==> src/bridge_defines.svh <==
// Bus widths, slave count and APB address map; include wherever these constants are needed
`ifndef BRIDGE_DEFINES_SVH
`define BRIDGE_DEFINES_SVH

// ------------------------------------------------------------
// Bus widths
// ------------------------------------------------------------
`define BRIDGE_ADDR_W 32
`define BRIDGE_DATA_W 32

// Fixed number of APB slaves
`define BRIDGE_NUM_SLAVES 4

// ------------------------------------------------------------
// Slave address windows, 4 KB each
// ------------------------------------------------------------
`define BRIDGE_SLV0_BASE  32'h0000_0000
`define BRIDGE_SLV0_LIMIT 32'h0000_0FFF

`define BRIDGE_SLV1_BASE  32'h0000_1000
`define BRIDGE_SLV1_LIMIT 32'h0000_1FFF

`define BRIDGE_SLV2_BASE  32'h0000_2000
`define BRIDGE_SLV2_LIMIT 32'h0000_2FFF

`define BRIDGE_SLV3_BASE  32'h0000_3000
`define BRIDGE_SLV3_LIMIT 32'h0000_3FFF

`endif
==> src/bridge_pkg.sv <==
// Shared bridge types; import into any module that uses bus words, selects or FSM states
`include "bridge_defines.svh"

package bridge_pkg;

  // Bus words
  typedef logic [`BRIDGE_ADDR_W-1:0] addr_t;
  typedef logic [`BRIDGE_DATA_W-1:0] data_t;

  // One bit per APB slave
  typedef logic [`BRIDGE_NUM_SLAVES-1:0] slave_sel_t;
  typedef data_t [`BRIDGE_NUM_SLAVES-1:0] slave_data_t;

  // AHB htrans encodings
  typedef enum logic [1:0] {
    HTRANS_IDLE   = 2'b00,
    HTRANS_BUSY   = 2'b01,
    HTRANS_NONSEQ = 2'b10,
    HTRANS_SEQ    = 2'b11
  } htrans_e;

  // One-hot APB sequencer state
  typedef enum logic [2:0] {
    APB_IDLE   = 3'b001,
    APB_SETUP  = 3'b010,
    APB_ACCESS = 3'b100
  } apb_state_e;

endpackage

==> src/ahb2apb_bridge.sv <==
// AHB to APB bridge top; connect an AHB master port on one side and four APB slaves on the other
`timescale 1ns/1ps

module ahb2apb_bridge (
  input  logic                    hclk7,
  input  logic                    hreset_n7,
  // AHB side
  input  logic                    hsel,
  input  bridge_pkg::addr_t       haddr,
  input  bridge_pkg::htrans_e     htrans,
  input  logic                    hwrite,
  input  bridge_pkg::data_t       hwdata,
  output logic                    hready,
  output bridge_pkg::data_t       hrdata,
  // APB side
  input  bridge_pkg::slave_sel_t  pready,
  input  bridge_pkg::slave_data_t prdata,
  output bridge_pkg::slave_sel_t  psel,
  output logic                    penable,
  output bridge_pkg::addr_t       paddr,
  output logic                    pwrite,
  output bridge_pkg::data_t       pwdata
);

  import bridge_pkg::*;

  // Capture to sequencer
  logic       xfer_valid;
  addr_t      xfer_addr;
  logic       xfer_write;
  logic       xfer_done;
  data_t      xfer_rdata;

  // Decoder to sequencer
  slave_sel_t slave_sel;
  logic       slave_hit;

  // Write data needs no staging, hwdata is stable through the data phase
  assign pwdata = hwdata;

  ahb_capture u_capture (
    .hclk7      (hclk7),
    .hreset_n7  (hreset_n7),
    .hsel       (hsel),
    .haddr      (haddr),
    .htrans     (htrans),
    .hwrite     (hwrite),
    .xfer_done  (xfer_done),
    .xfer_rdata (xfer_rdata),
    .hready     (hready),
    .hrdata     (hrdata),
    .xfer_valid (xfer_valid),
    .xfer_addr  (xfer_addr),
    .xfer_write (xfer_write)
  );

  apb_decoder u_decoder (
    .hclk7     (hclk7),
    .hreset_n7 (hreset_n7),
    .hsel      (hsel),
    .haddr     (haddr),
    .htrans    (htrans),
    .hready    (hready),
    .slave_sel (slave_sel),
    .slave_hit (slave_hit)
  );

  apb_sequencer u_sequencer (
    .hclk7      (hclk7),
    .hreset_n7  (hreset_n7),
    .xfer_valid (xfer_valid),
    .xfer_addr  (xfer_addr),
    .xfer_write (xfer_write),
    .slave_sel  (slave_sel),
    .slave_hit  (slave_hit),
    .pready     (pready),
    .prdata     (prdata),
    .psel       (psel),
    .penable    (penable),
    .paddr      (paddr),
    .pwrite     (pwrite),
    .xfer_done  (xfer_done),
    .xfer_rdata (xfer_rdata)
  );

endmodule

==> src/apb_sequencer.sv <==
// APB master FSM; drives one access per captured AHB transfer and reports completion
`timescale 1ns/1ps

module apb_sequencer (
  input  logic                    hclk7,
  input  logic                    hreset_n7,
  input  logic                    xfer_valid,
  input  bridge_pkg::addr_t       xfer_addr,
  input  logic                    xfer_write,
  input  bridge_pkg::slave_sel_t  slave_sel,
  input  logic                    slave_hit,
  input  bridge_pkg::slave_sel_t  pready,
  input  bridge_pkg::slave_data_t prdata,
  output bridge_pkg::slave_sel_t  psel,
  output logic                    penable,
  output bridge_pkg::addr_t       paddr,
  output logic                    pwrite,
  output logic                    xfer_done,
  output bridge_pkg::data_t       xfer_rdata
);

  import bridge_pkg::*;

  apb_state_e state;
  logic       pready_mux;
  data_t      prdata_mux;

  // ------------------------------------------------------------
  // Selected slave response
  // ------------------------------------------------------------
  assign pready_mux = |(psel & pready);

  always_comb begin
    prdata_mux = '0;
    for (int i = 0; i < $bits(psel); i++) begin
      if (psel[i]) begin
        prdata_mux = prdata_mux | prdata[i];
      end
    end
  end

  // Completion: slave ready in ACCESS, or an unmapped address seen in IDLE
  assign xfer_done = ((state == APB_ACCESS) && pready_mux) ||
                     ((state == APB_IDLE) && xfer_valid && !slave_hit);

  // psel is clear for unmapped addresses so this reads zero
  assign xfer_rdata = xfer_done ? prdata_mux : '0;

  // ------------------------------------------------------------
  // IDLE -> SETUP -> ACCESS -> IDLE
  // ------------------------------------------------------------
  always_ff @(posedge hclk7 or negedge hreset_n7) begin
    if (!hreset_n7) begin
      state   <= APB_IDLE;
      psel    <= '0;
      penable <= 1'b0;
      paddr   <= '0;
      pwrite  <= 1'b0;
    end else begin
      case (state)
        APB_IDLE: begin
          if (xfer_valid && slave_hit) begin
            state  <= APB_SETUP;
            psel   <= slave_sel;
            paddr  <= xfer_addr;
            pwrite <= xfer_write;
          end
        end

        APB_SETUP: begin
          state   <= APB_ACCESS;
          penable <= 1'b1;
        end

        APB_ACCESS: begin
          // Stay here while the slave inserts wait states
          if (pready_mux) begin
            state   <= APB_IDLE;
            penable <= 1'b0;
            psel    <= '0;
          end
        end

        default: begin
          state   <= APB_IDLE;
          penable <= 1'b0;
          psel    <= '0;
        end
      endcase
    end
  end

endmodule

==> src/apb_decoder.sv <==
// APB address decoder; registers a one-hot slave select for each accepted AHB transfer
`timescale 1ns/1ps
`include "bridge_defines.svh"

module apb_decoder (
  input  logic                   hclk7,
  input  logic                   hreset_n7,
  input  logic                   hsel,
  input  bridge_pkg::addr_t      haddr,
  input  bridge_pkg::htrans_e    htrans,
  input  logic                   hready,
  output bridge_pkg::slave_sel_t slave_sel,
  output logic                   slave_hit
);

  import bridge_pkg::*;

  // Window table, one entry per slave
  localparam addr_t win_base [`BRIDGE_NUM_SLAVES] = '{
    `BRIDGE_SLV0_BASE, `BRIDGE_SLV1_BASE, `BRIDGE_SLV2_BASE, `BRIDGE_SLV3_BASE
  };
  localparam addr_t win_limit [`BRIDGE_NUM_SLAVES] = '{
    `BRIDGE_SLV0_LIMIT, `BRIDGE_SLV1_LIMIT, `BRIDGE_SLV2_LIMIT, `BRIDGE_SLV3_LIMIT
  };

  logic       accept;
  slave_sel_t match;

  assign accept = hready && hsel &&
                  ((htrans == HTRANS_NONSEQ) || (htrans == HTRANS_SEQ));

  always_comb begin
    for (int i = 0; i < `BRIDGE_NUM_SLAVES; i++) begin
      match[i] = (haddr >= win_base[i]) && (haddr <= win_limit[i]);
    end
  end

  // Result holds until the next accepted transfer
  always_ff @(posedge hclk7 or negedge hreset_n7) begin
    if (!hreset_n7) begin
      slave_sel <= '0;
      slave_hit <= 1'b0;
    end else if (accept) begin
      slave_sel <= match;
      slave_hit <= |match;
    end
  end

endmodule

==> src/ahb_capture.sv <==
// AHB slave front end; accepts one transfer, holds it during the data phase, returns read data
`timescale 1ns/1ps

module ahb_capture (
  input  logic                hclk7,
  input  logic                hreset_n7,
  input  logic                hsel,
  input  bridge_pkg::addr_t   haddr,
  input  bridge_pkg::htrans_e htrans,
  input  logic                hwrite,
  input  logic                xfer_done,
  input  bridge_pkg::data_t   xfer_rdata,
  output logic                hready,
  output bridge_pkg::data_t   hrdata,
  output logic                xfer_valid,
  output bridge_pkg::addr_t   xfer_addr,
  output logic                xfer_write
);

  import bridge_pkg::*;

  logic data_phase;
  logic accept;

  // Only NONSEQ and SEQ carry a transfer
  assign accept = hready && hsel &&
                  ((htrans == HTRANS_NONSEQ) || (htrans == HTRANS_SEQ));

  // Wait states last for the whole data phase
  assign hready     = ~data_phase;
  assign xfer_valid = data_phase;

  // ------------------------------------------------------------
  // Address phase / data phase tracking
  // ------------------------------------------------------------
  always_ff @(posedge hclk7 or negedge hreset_n7) begin
    if (!hreset_n7) begin
      data_phase <= 1'b0;
      hrdata     <= '0;
    end else if (!data_phase) begin
      if (accept) begin
        data_phase <= 1'b1;
      end
    end else if (xfer_done) begin
      // Sequencer finished, back to address phase
      data_phase <= 1'b0;
      hrdata     <= xfer_rdata;
    end
  end

  // Address and direction of the accepted transfer
  always_ff @(posedge hclk7 or negedge hreset_n7) begin
    if (!hreset_n7) begin
      xfer_addr  <= '0;
      xfer_write <= 1'b0;
    end else if (accept) begin
      xfer_addr  <= haddr;
      xfer_write <= hwrite;
    end
  end

endmodule

==> config.mk <==
export PLATFORM = sky130hd
export DESIGN_NAME = ahb2apb_bridge
export DESIGN_NICKNAME = d
export VERILOG_FILES = /design/src/bridge_pkg.sv /design/src/ahb2apb_bridge.sv /design/src/apb_sequencer.sv /design/src/apb_decoder.sv /design/src/ahb_capture.sv
export VERILOG_INCLUDE_DIRS = /design/src
export SDC_FILE = /design/constraint.sdc
export NUM_CORES = 1
export LEC_CHECK = 0
export BUFFER_PORTS_ARGS = -buffer_cell sky130_fd_sc_hd__buf_2
export CELL_PAD_IN_SITES_DETAIL_PLACEMENT = 1
export CELL_PAD_IN_SITES_GLOBAL_PLACEMENT = 2
export CORE_UTILIZATION = 26
export CTS_CLUSTER_DIAMETER = 120
export DETAILED_ROUTE_END_ITERATION = 7
export PLACE_DENSITY = 0.75
export SKIP_CTS_REPAIR_TIMING = 1
export SYNTH_ARGS = -nofsm -noshare
export SYNTH_HDL_FRONTEND = slang
export SYNTH_SLANG_ARGS = --single-unit
==> constraint.sdc <==
create_clock -name hclk7 -period 2.31 [get_ports hclk7]
set_input_delay 0.462 -clock hclk7 [delete_from_list [all_inputs] [get_ports hclk7]]
set_output_delay 0.462 -clock hclk7 [all_outputs]
set_load 0.01 [all_outputs]
=== Word-level counts from Yosys, hierarchy flattened ===
Cells that the tools add are included.

* Bits of input ports: 202
* Logic and storage cells: 68
* Register bits after elaboration: 112

* Reductions and logical operators: 20
* Multiplexer cells: 15
* Equal/unequal tests: 7
* Bitwise gates (word level): 7
* Magnitude comparators: 8

{| class="wikitable"
|+ Operator list
! operator !! count
|-
| 2-to-1 mux 32 bit || 4
|-
| bitwise OR 32 bit || 3
|-
| >= comparator 32 x 14 -> 1 bit (second input constant) || 2
|-
| less-or-equal comparator 32 x 14 -> 1 bit (second input constant) || 2
|-
| >= comparator 32 x 1 -> 1 bit (second input constant) || 1
|-
| >= comparator 32 x 13 -> 1 bit (second input constant) || 1
|-
| less-or-equal comparator 32 x 12 -> 1 bit (second input constant) || 1
|-
| less-or-equal comparator 32 x 13 -> 1 bit (second input constant) || 1
|-
| case mux 4 bit (3 select lines) || 1
|-
| logical AND 1 bit || 10
|-
| case mux 3 bit (3 select lines) || 1
|-
| 2-to-1 mux 4 bit || 2
|-
| AND reduction 2 bit || 4
|-
| OR reduction 4 bit || 2
|-
| 2-to-1 mux 3 bit || 2
|-
| AND 4 bit || 1
|-
| == test 2 bit (second input constant) || 2
|-
| 2-to-1 mux 1 bit || 4
|-
| == test 3 x 1 -> 1 bit (second input constant) || 1
|-
| == test 3 x 2 -> 1 bit (second input constant) || 1
|-
| == test 3 bit (second input constant) || 1
|-
| inverter 1 bit || 3
|-
| case mux 1 bit (3 select lines) || 1
|-
| AND reduction 3 bit || 1
|-
| other kinds (4) || 5
|}

=== Depth between registers and ports, before layout ===
Gate-level depths: netlist of the first run.

* Word-level depth: 7
* Gate-level depth with buffers: 6
* Gate-level depth less buffers: 4

=== Cells and area by module ===
A second synthesis of the first run with hierarchy kept.

* Cells, all modules: 439
* Area, all modules: 5766.8 sq um

{| class="wikitable"
|+ Modules (own cells, without submodules)
! module !! area each (sq um) !! instances !! seq. area each (sq um) !! cells each
|-
| apb_sequencer || 2673.8 || 1 || 1027.2 || 241
|-
| ahb_capture || 2581.2 || 1 || 1651.6 || 141
|-
| apb_decoder || 271.5 || 1 || 125.1 || 25
|-
| ahb2apb_bridge || 240.2 || 1 || 0.0 || 32
|}

=== Worst setup path after synthesis of the first run ===
OpenSTA, ideal clock, no wires.

* Kind: reg2reg
* Start point: reg u_sequencer.state[0]
* End point: reg u_sequencer.paddr[29]
* Setup time: 0.127 ns
* Path slack: 0.461 ns
* Clock period less this slack: 1.849 ns
* Arrival: 1.721 ns
* Stages on the path, launching flop included: 6
* Data required time: 2.183 ns
* Cells stage by stage: dfstp_2 > or3b_4 > nor2_2 > buf_6 > buf_6 > mux2_1

* Word-level cells in the longest chain between the ends: 2

{| class="wikitable"
|+ RTL lines
! element !! RTL line !! source
|-
| from (decl) || apb_sequencer.sv:24 || <nowiki>apb_state_e state;</nowiki>
|-
| from (signal assigned) || apb_sequencer.sv:54 || <nowiki>state <= APB_IDLE;</nowiki>
|-
| from (signal assigned) || apb_sequencer.sv:63 || <nowiki>state <= APB_SETUP;</nowiki>
|-
| from (signal assigned) || apb_sequencer.sv:71 || <nowiki>state <= APB_ACCESS;</nowiki>
|-
| == test 3 x 1 -> 1 bit || apb_sequencer.sv:60 || <nowiki>case (state)</nowiki>
|-
| AND reduction 2 bit (no line) || n/a ||
|-
| to (signal assigned) || apb_sequencer.sv:65 || <nowiki>paddr <= xfer_addr;</nowiki>
|-
| to (decl) || apb_sequencer.sv:16 || <nowiki>output bridge_pkg::addr_t paddr,</nowiki>
|}

Every way passes these cells.
A chain may end at the register's enable or synchronous reset.

=== Final worst setup path of the first run ===
* Start point: reg u_sequencer.state[0]
* End point: reg u_capture.hrdata[7]

* Word-level cells in the longest chain between the ends: 5
* Elaborated cells on any way between the ends: 7
* Classes of those cells: eq/ne (2); reduce/logical (5)

{| class="wikitable"
|+ RTL lines
! element !! RTL line !! source
|-
| == test 3 x 1 -> 1 bit || apb_sequencer.sv:44 || <nowiki>((state == APB_IDLE) && xfer_valid && !slave_hit);</nowiki>
|-
| logical AND 1 bit (2 in a row) || apb_sequencer.sv:44 ||
|-
| logical OR 1 bit (*) || apb_sequencer.sv:43 || <nowiki>assign xfer_done = ((state == APB_ACCESS) && pready_mux) ||</nowiki>
|-
| AND reduction 2 bit (no line) (*) || n/a ||
|-
| to (signal assigned) || ahb_capture.sv:47 || <nowiki>hrdata <= xfer_rdata;</nowiki>
|-
| to (decl) || ahb_capture.sv:14 || <nowiki>output bridge_pkg::data_t hrdata,</nowiki>
|}

Mark *: on every way between the ends. The rest lies on a longest branch, timed or not.

==> metrics.cfg, run 1 <==
[status]
status=finished, final reports clean

[clock_tree]
clock_path_buffers=2
clk_pin_slew_worst_paths_ns=0.08
cts_inserted_buffers=9
cts_sinks=112
clk_latency_ns=0.36
cts-root-buf=clkbuf_16
htree_num_levels=3
cts_tree=built

[timing]
fin_worst_skew_ns=0.00741
tns_ns=0
hold_viol_final=0
setup_viol=0
grt_setup_unrepaired=false
slew_headroom_pct=61.3
worst_pin_slew_ns=0.576
max_freq_ghz=0.527
period_share_pct=82.1
timing.hold.ws_ns=0.0985
fin_crit_ns=1.90
slew_viol_final=0

[layout]
drive_gt1_share_pct=59.9
n_fill_cell=2235
fin_util_pct=34.9
area_growth_pct=29.8
nets=811

[synthesis]
synthDistinctLibCells=34
synth_most_common_cell=dfrtp_1
netlist_instances=406
synth_enable_flop_cells=0
synth_top_area_cell=dfrtp_1
netlist_area_um2=5320
yosys-top-cells-area=dfrtp_1, mux2_2, a22oi_1
synth_ff_type=dfrtp_1
yosysSeqAreaShare_pct=52.7
netlist_top_cells_count=dfrtp_1, a22oi_1, mux2_2, nand2_1, buf_4
syn_nets=608
synth-seq-cells=112
ys_warn_count=0
synthArstFlopShare_pct=100
synth.top_cell.area_share_pct=52.2
syn_area_per_cell_um2=13.1

[routing]
drtIter0Drc=142
firstDrtPassIters=4
viasPerCell=4.62
vias=4074
detail_route.drc_violations=0
routedWlPerCell_um=18.4
ant_nets=0
wirelength_mm=16.2

[grt]
grt_max_degree=55
grt_pass1_wl_mm=25.7
overflow=0
grt_pass1_vias=4505
antenna_found_initial=1
track_usage_pct=15.6

[placement]
port_buffers=239
gp_congestion=0.882
dp_hpwl_mm=12.3

[floorplan]
dieArea_um2=21000
die_h_um=145
rows=51
fp.dieW_um=145
pin_count=305
design.core.area_um2=19800
initial_core_util_pct=26.9

[worst_setup_path]
slowest_delay_ns=0.60
crit_type=flop to flop
r2r-end=u_capture.hrdata[7]
rr_worst_depth=5
rrSetupSlack_ns=0.41
required_ns=2.55
end_kind=flop
path_cells=or3b_4, nor2_4, o21ai_4, buf_12, mux2_4
r2r_start=u_sequencer.state[0]
cp_max_fo=32
slowest_stage=dfstp_2
cp-start-kind=flop
arrival_ns=2.14

[power]
vdd_drop_max_v=0.000308
p_per_area_nw_per_um2=555
p_leak_nw=3.85

[flow_run]
maxCapViolCount=0

[min_path]
hold_path.class=primary input to asynchronous set/reset pin

## flip-flops by register name, indices dropped and copies added (netlist names)
signal / count
u_decoder.slave_sel: 4
u_sequencer.psel: 4
u_capture.xfer_addr: 32
u_sequencer.paddr: 32
u_sequencer.pwrite: 1
u_sequencer.penable: 1
u_capture.xfer_write: 1
u_sequencer.state: 3
u_capture.xfer_valid: 1
u_decoder.slave_hit: 1
u_capture.hrdata: 32
## area by class of cell
class	instances	area [um2]	area share, %
diodes	2	5.00	0.0724
clock buffers	10	239	3.46
clock inverters	6	67.6	0.978
inverters	5	18.8	0.272
multi-input cells	230	2120	30.7
flip-flops and latches	112	2800	40.6
well taps	265	332	4.80
repair buffers	251	1330	19.2
## power breakdown
group	internal, W	switching (W)	total (W)
sequential	0.00198	0.0000111	0.00199
combinational	0.000123	0.000102	0.000225
clock	0.000800	0.000815	0.00162
total	0.00290	0.000929	0.00383
## metal layers
layer  global-route usage [%]  wire, um
met1                     16.9      6140
met3                     7.48      1680
met4                     3.05       175
met5                        0         0
met2                     27.4      8180
## cells in the final DEF, fill, tap and decap left out, types with 2 or more instances in the layout
master	instances
buf_2	238
dfrtp_1	111
a22oi_1	64
mux2_2	62
nand2_1	37
mux2_4	30
buf_4	10
clkbuf_16	9
a32o_1	8
inv_1	5
mux2_1	4
nor4_1	3
inv_8	3
buf_12	3
diode_2	2
a22oi_2	2
nor2_4	2
o21ai_0	2
nand4b_1	2
clkinv_4	2
## through the flow
stage | total power [W] | instances | area (um2) | setup WS [ns]
CTS | 0.00392 | 879 | 6910 | 0.394
detailed placement | 0.00226 | 863 | 6600 | 0.235
floorplan | 0.00211 | 406 | 5320 | 0.461
global placement | 0.00225 | 863 | 6600 | 0.373
finish | 0.00383 | 881 | 6910 | 0.413
global route | 0.00402 | 879 | 6910 | 0.358
## worst max-delay path: cells and delay by family, from the launching register on
| family | cells | cell delay (ns) |
|---|---|---|
| and+or+nand+nor | 2 | 0.57 |
| buffers and inverters | 1 | 0.21 |
| AOI/OAI and AO/OA | 1 | 0.07 |
| DFF | 1 | 0.60 |
| muxes | 1 | 0.33 |
## cells by family (layout without fill, tap and decap cells)
family,Yosys count,count (layout),share of synthesized area [%]
simple gates,51,51,4.63
flops,112,112,52.7
other cells,0,2,0
buf+inv,64,272,7.76
mux,96,96,22.4
compound gates,83,83,12.5
## worst max-delay path by stage
stage	slack, ns	startpoint	to	cells after the start
2_1_floorplan	0.46	u_sequencer.state[0]	u_sequencer.paddr[29]	5
3_3_place_gp	0.37	pready[2]	u_capture.hrdata[31]	6
3_5_place_dp	0.24	haddr[15]	u_decoder.slave_sel[0]	5
4_1_cts	0.39	u_sequencer.state[0]	u_capture.hrdata[7]	5
5_1_grt	0.36	u_sequencer.state[0]	u_capture.hrdata[7]	5
6_report	0.41	u_sequencer.state[0]	u_capture.hrdata[7]	5
Note: power is estimated with default switching activity, not from simulation.
==> run 2: changes to the inputs <==
==> constraint.sdc (replaced) <==
create_clock -name hclk7 -period 1.8 [get_ports hclk7]
set_input_delay 0.36 -clock hclk7 [delete_from_list [all_inputs] [get_ports hclk7]]
set_output_delay 0.36 -clock hclk7 [all_outputs]
set_load 0.01 [all_outputs]
==> run 2 against run 1 <==
Net effect:
- the run now ends with setup timing left
- clock skew fell by 0.0027 ns
- global-route usage fell by 0.070 points
- combinational power rose by 31%
- sequential power rose by 29%
- final cell count rose by 0.79%
- hold slack improved by 0.14 ns
- clock-buffer cell count fell by 1
- via count rose by 1.8%
- clock power rose by 22%
- flip-flop and latch count did not move
- largest cell class unchanged
==> metrics.cfg, run 2 (synthesis results as in run 1) <==
[layout]
area_growth_pct=31.4
layout_common_cells=buf_2, dfrtp_1, a22oi_1
final_area_um2=7000  ; +1.2%
layout_commonest_cell=buf_2
drive_gt1_share_pct=60.2  ; +0.29 points
nets=819  ; +0.99%
reg_top3=u_capture.hrdata: 32 flops, u_capture.xfer_addr: 32 flops, u_sequencer.paddr: 32 flops

[power]
p_per_area_nw_per_um2=691  ; +25%
vdd_drop_max_v=0.000454  ; +48%
p_leak_nw=3.89  ; +1.2%

[timing]
worst_pin_slew_ns=0.436  ; -0.140 ns
hold_viol_final=0  ; unchanged
fin_worst_skew_ns=0.00468  ; -0.00273 ns
fin_crit_ns=1.83  ; -0.0664 ns
grt_setup_unrepaired=true
fin_ws_ns=-0.0303  ; -0.444 ns
period_share_pct=102  ; +20 points
slew_headroom_pct=71.0  ; +9.7 points
setup_viol=46  ; +46
max_freq_ghz=0.546  ; +3.6%
tns_ns=-0.524  ; -0.524 ns
slew_viol_final=0  ; unchanged

[min_path]
hold_path.class=primary input to flop
hold_end=u_capture.xfer_addr[0]
hold_depth=2
min_from=haddr[0]

[clock_tree]
clock_path_buffers=2  ; unchanged
cts_tree=built
htree_num_levels=3  ; unchanged
cts-root-buf=clkbuf_16
cts_inserted_buffers=9  ; unchanged
clk_latency_ns=0.35  ; about the same
cts_sinks=112  ; unchanged
clk_pin_slew_worst_paths_ns=0.08  ; about the same

[worst_setup_path]
path_cells=or3b_4, nor2_4, o21ai_4, buf_12, mux2_4
slowest_stage=dfstp_2
cp_num_buf_inv=1  ; unchanged
arrival_ns=2.07  ; -0.07 ns
rrSetupSlack_ns=-0.03  ; -0.44 ns
r2r-end=u_capture.hrdata[4]
crit_type=flop to flop
end_kind=flop
cp_max_fo=15  ; -53%
r2r_start=u_sequencer.state[0]
slowest_delay_ns=0.54  ; -0.06 ns
cp-start-kind=flop
critical-path-top-delay-family=simple AND/OR/NAND/NOR gates
required_ns=2.04  ; -0.51 ns
rr_worst_depth=5  ; unchanged

[routing]
viasPerCell=4.67  ; +0.97%
routedWlPerCell_um=18.3  ; -0.30%
wirelength_mm=16.2  ; +0.49%
vias=4146  ; +1.8%
ant_nets=0  ; unchanged
drtIter0Drc=95  ; -33%
firstDrtPassIters=4  ; unchanged
detail_route.drc_violations=0  ; unchanged

[grt]
track_usage_pct=15.5  ; -0.070 points
overflow=0  ; unchanged
antenna_found_initial=2  ; +1
grt_pass1_wl_mm=25.6  ; -0.14%
grt_pass1_vias=4533  ; +0.62%
grt_max_degree=46  ; -16%

[floorplan]
die_h_um=145  ; unchanged
design.core.area_um2=19800  ; unchanged
dieArea_um2=21000  ; unchanged
fp.dieW_um=145  ; unchanged
pin_count=305  ; unchanged
rows=51  ; unchanged
initial_core_util_pct=26.9  ; unchanged

[placement]
gp_congestion=0.871  ; -1.3%
port_buffers=239  ; unchanged
post-place-ws_ns=-0.0235  ; -0.259 ns
dp_hpwl_mm=12.2  ; -0.31%
dpl_cell_area_um2=6650  ; +0.76%

[status]
violations=setup timing
status=complete, but fails checks

[flow_run]
maxCapViolCount=0  ; unchanged

-- run 2: metrics by stage --
stage | std cells | utilization [%] | hold WS (ns) | power, W
global route | 886 | 35.3 | 0.218 | 0.00505
finish | 888 | 35.4 | 0.237 | 0.00483
CTS | 883 | 35.1 | -0.0923 | 0.00496
global placement | 868 | 33.6 | 0.299 | 0.00289
floorplan | 406 | - | 0.0644 | 0.00270
detailed placement | 868 | 33.6 | 0.301 | 0.00291
-- run 2: where the power goes --
part	switching, W	internal (W)	total (W)
Combinational	0.000131	0.000162	0.000294
Clock	0.00101	0.000973	0.00198
Sequential	0.0000139	0.00254	0.00256
-- run 2: worst max-delay path by stage --
stage	startpoint	end	slack (ns)	cells past startpoint
2_1_floorplan	u_sequencer.state[0]	u_sequencer.paddr[29]	0.004	5
3_3_place_gp	pready[2]	u_capture.hrdata[7]	0.02	6
3_5_place_dp	u_sequencer.state[0]	u_capture.hrdata[4]	-0.02	5
4_1_cts	u_sequencer.state[0]	u_capture.hrdata[4]	-0.04	5
5_1_grt	u_sequencer.state[0]	u_capture.hrdata[11]	-0.08	5
6_report	u_sequencer.state[0]	u_capture.hrdata[4]	-0.03	5
-- run 2: cell type report --
cell class	instances	area, um2
inverters	5	18.8
flip-flops and latches	112	2800
repair buffers	259	1430
clock buffers	9	225
well taps	265	332
clock inverters	6	62.6
multi-input cells	230	2120
fillers	2216	12800
diodes	2	5.00
-- run 2: worst reg2reg max path, delay by kind of cell, from the launching register on --
| kind | cells | cell delay [ns] |
|---|---|---|
| flip-flops | 1 | 0.54 |
| multiplexers | 1 | 0.32 |
| buffers and inverters | 1 | 0.19 |
| AO/OA/AOI/OAI | 1 | 0.11 |
| AND/OR/NAND/NOR | 2 | 0.55 |
-- run 2: routing by layer --
metal | global-route usage, % | vias to the layer above | share of wire (%)
li1 | - | 1886 | -
met1 | 17.4 | 2042 | 38
met2 | 27.3 | 206 | 51
met3 | 6.67 | 12 | 10
met4 | 2.79 | 0 | 0.74
met5 | 0 | - | 0
==> run 3: changes to the inputs <==
--- a/config.mk
+++ b/config.mk
@@ -7,12 +7,12 @@
 export NUM_CORES = 1
 export LEC_CHECK = 0
 export BUFFER_PORTS_ARGS = -buffer_cell sky130_fd_sc_hd__buf_2
-export CELL_PAD_IN_SITES_DETAIL_PLACEMENT = 1
-export CELL_PAD_IN_SITES_GLOBAL_PLACEMENT = 2
-export CORE_UTILIZATION = 26
+export CELL_PAD_IN_SITES_DETAIL_PLACEMENT = 0
+export CELL_PAD_IN_SITES_GLOBAL_PLACEMENT = 1
+export CORE_UTILIZATION = 33
 export CTS_CLUSTER_DIAMETER = 120
 export DETAILED_ROUTE_END_ITERATION = 7
-export PLACE_DENSITY = 0.75
+export PLACE_DENSITY = 0.76
 export SKIP_CTS_REPAIR_TIMING = 1
 export SYNTH_ARGS = -nofsm -noshare
 export SYNTH_HDL_FRONTEND = slang
==> run 3 against run 2 <==
Net effect:
- the flow still finishes with violations (setup timing)
- fmax rose by 1.6%
- final cell count fell by 6.1%
- die area fell by 21%
- power fell by 0.14%
- flip-flop and latch count did not move
- critical path depth did not move
==> metrics.cfg, run 3 (synthesis results as in run 1) <==
[power]
p_leak_nw=3.87  ; -0.62%
totalPowerFinal_w=0.00482  ; -0.14%
vdd_drop_max_v=0.000551  ; +21%
p_per_area_nw_per_um2=697  ; +0.98%

[status]
status=complete, but fails checks
violations=setup timing

[timing]
fin_worst_skew_ns=0.00791  ; +0.00323 ns
fin_ws_ns=-0.00140  ; +0.0289 ns
tns_ns=-0.00140  ; +0.522 ns
slew_headroom_pct=72.0  ; +1.1 points
setup_viol=1  ; -98%
fin_crit_ns=1.80  ; -0.0289 ns
grt_setup_unrepaired=true
hold_viol_final=0  ; unchanged
period_share_pct=100  ; -1.6 points
max_freq_ghz=0.555  ; +1.6%
worst_pin_slew_ns=0.419  ; -0.0160 ns
slew_viol_final=0  ; unchanged

[routing]
detail_route.drc_violations=0  ; unchanged
dr_wl_met3_mm=1.32  ; -21%
viasPerCell=4.88  ; +4.6%
route.met2.wl_mm=7.32  ; -11%
wirelength_mm=14.5  ; -11%
ant_nets=0  ; unchanged
wl_met1_mm=5.59  ; -10%
firstDrtPassIters=5  ; +1
vias=4074  ; -1.7%
drtIter0Drc=101  ; +6.3%
routedWlPerCell_um=17.4  ; -5.0%
top_layer=met5

[layout]
layout_common_cells=buf_2, dfrtp_1, a22oi_1
area_growth_pct=30.0
layout_commonest_cell=buf_2
nets=815  ; -0.49%
reg_top3=u_capture.hrdata: 32 flops, u_capture.xfer_addr: 32 flops, u_sequencer.paddr: 32 flops
final_area_um2=6920  ; -1.1%
antenna_cells=0  ; -2
layout.cells.non_filler=834  ; -6.1%
drive_gt1_share_pct=60.0  ; -0.19 points

[floorplan]
die_h_um=129  ; -11%
design.core.area_um2=15800  ; -20%
rows=46  ; -9.8%
fp.dieW_um=129  ; -11%
pin_count=305  ; unchanged
dieArea_um2=16600  ; -21%
initial_core_util_pct=33.6  ; +6.7 points

[clock_tree]
cts-root-buf=clkbuf_16
clock_path_buffers=2  ; unchanged
clk_latency_ns=0.35  ; about the same
htree_num_levels=3  ; unchanged
cts_sinks=112  ; unchanged
cts_inserted_buffers=9  ; unchanged
cts_tree=built
clk_pin_slew_worst_paths_ns=0.08  ; about the same

[worst_setup_path]
cp_max_fo=32  ; +17
required_ns=2.04  ; about the same
end_kind=flop
arrival_ns=2.04  ; -0.03 ns
cp-start-kind=flop
crit_type=flop to flop

[flow_run]
maxCapViolCount=0  ; unchanged

[grt]
grt_pass1_wl_mm=22.2  ; -14%
overflow=0  ; unchanged
antenna_found_initial=1  ; -1
grt_max_degree=61  ; +33%
track_usage_pct=17.5  ; +2.0 points
grt_pass1_vias=4294  ; -5.3%

[placement]
gp_congestion=0.780  ; -11%
dp_hpwl_mm=10.8  ; -12%
dpl_cell_area_um2=6590  ; -0.96%
port_buffers=239  ; unchanged
dp.cells=817  ; -5.9%

[min_path]
hold_path.class=primary input to flop

run 3: changes by cell type in the layout (fill, tap and decap cells not counted), sizes merged:
cell / before / now
clkbuf: 10 / 11
clkinvlp: 0 / 1
buf: 257 / 254
diode: 2 / 0
inv: 9 / 7
run 3: final cells by class:
cell class / count / area [um2]
timing repair buffer: 255 / 1380
tap: 216 / 270
sequential: 112 / 2800
multi-input combinational: 230 / 2150
clock buffer: 11 / 243
clock inverter: 5 / 50.0
fill: 1526 / 8910
inverter: 5 / 18.8
run 3: report_power, final:
part	switching [W]	internal, W	total (W)
clock network	0.000975	0.00100	0.00198
registers	0.0000133	0.00254	0.00256
logic	0.000129	0.000161	0.000290
run 3: critical path, cell delays in order, from the launching register on:
cell,delay (ns)
dfstp_2,0.53
or3b_4,0.42
nor2_4,0.13
o21ai_4,0.07
buf_12,0.20
mux2_4,0.32
run 3: metrics by stage:
step	worst slack [ns]	hold slack (ns)	util, %
after floorplan	0.00393	0.0644	-
after global placement	-0.00947	0.225	41.6
after detailed placement	-0.0502	0.229	41.6
after CTS	-0.00518	-0.161	43.5
after global routing	-0.0512	0.224	43.7
final	-0.00140	0.232	43.7
run 3: final timing paths:
check                                   startpoint                 endpoint  slack [ns]  cells after the start
setup / recovery              u_sequencer.state[0]      u_capture.hrdata[2]      -0.001                      5
hold / removal                           haddr[11]  u_capture.xfer_addr[11]        0.23                      2
setup reg to reg              u_sequencer.state[0]      u_capture.hrdata[2]      -0.001                      5
hold reg to reg            u_capture.xfer_addr[29]    u_sequencer.paddr[29]        0.49                      1
max in group asynchronous                hreset_n7     u_sequencer.state[0]        0.80                      3
min in group asynchronous                hreset_n7     u_capture.hrdata[15]        0.40                      2
run 3: per-layer routing:
| metal | up-vias | GRT usage (%) |
|---|---|---|
| li1 | 1879 | - |
| met1 | 1985 | 19.7 |
| met5 | - | 0 |
| met2 | 188 | 30.8 |
| met3 | 20 | 5.74 |
| met4 | 2 | 6.51 |
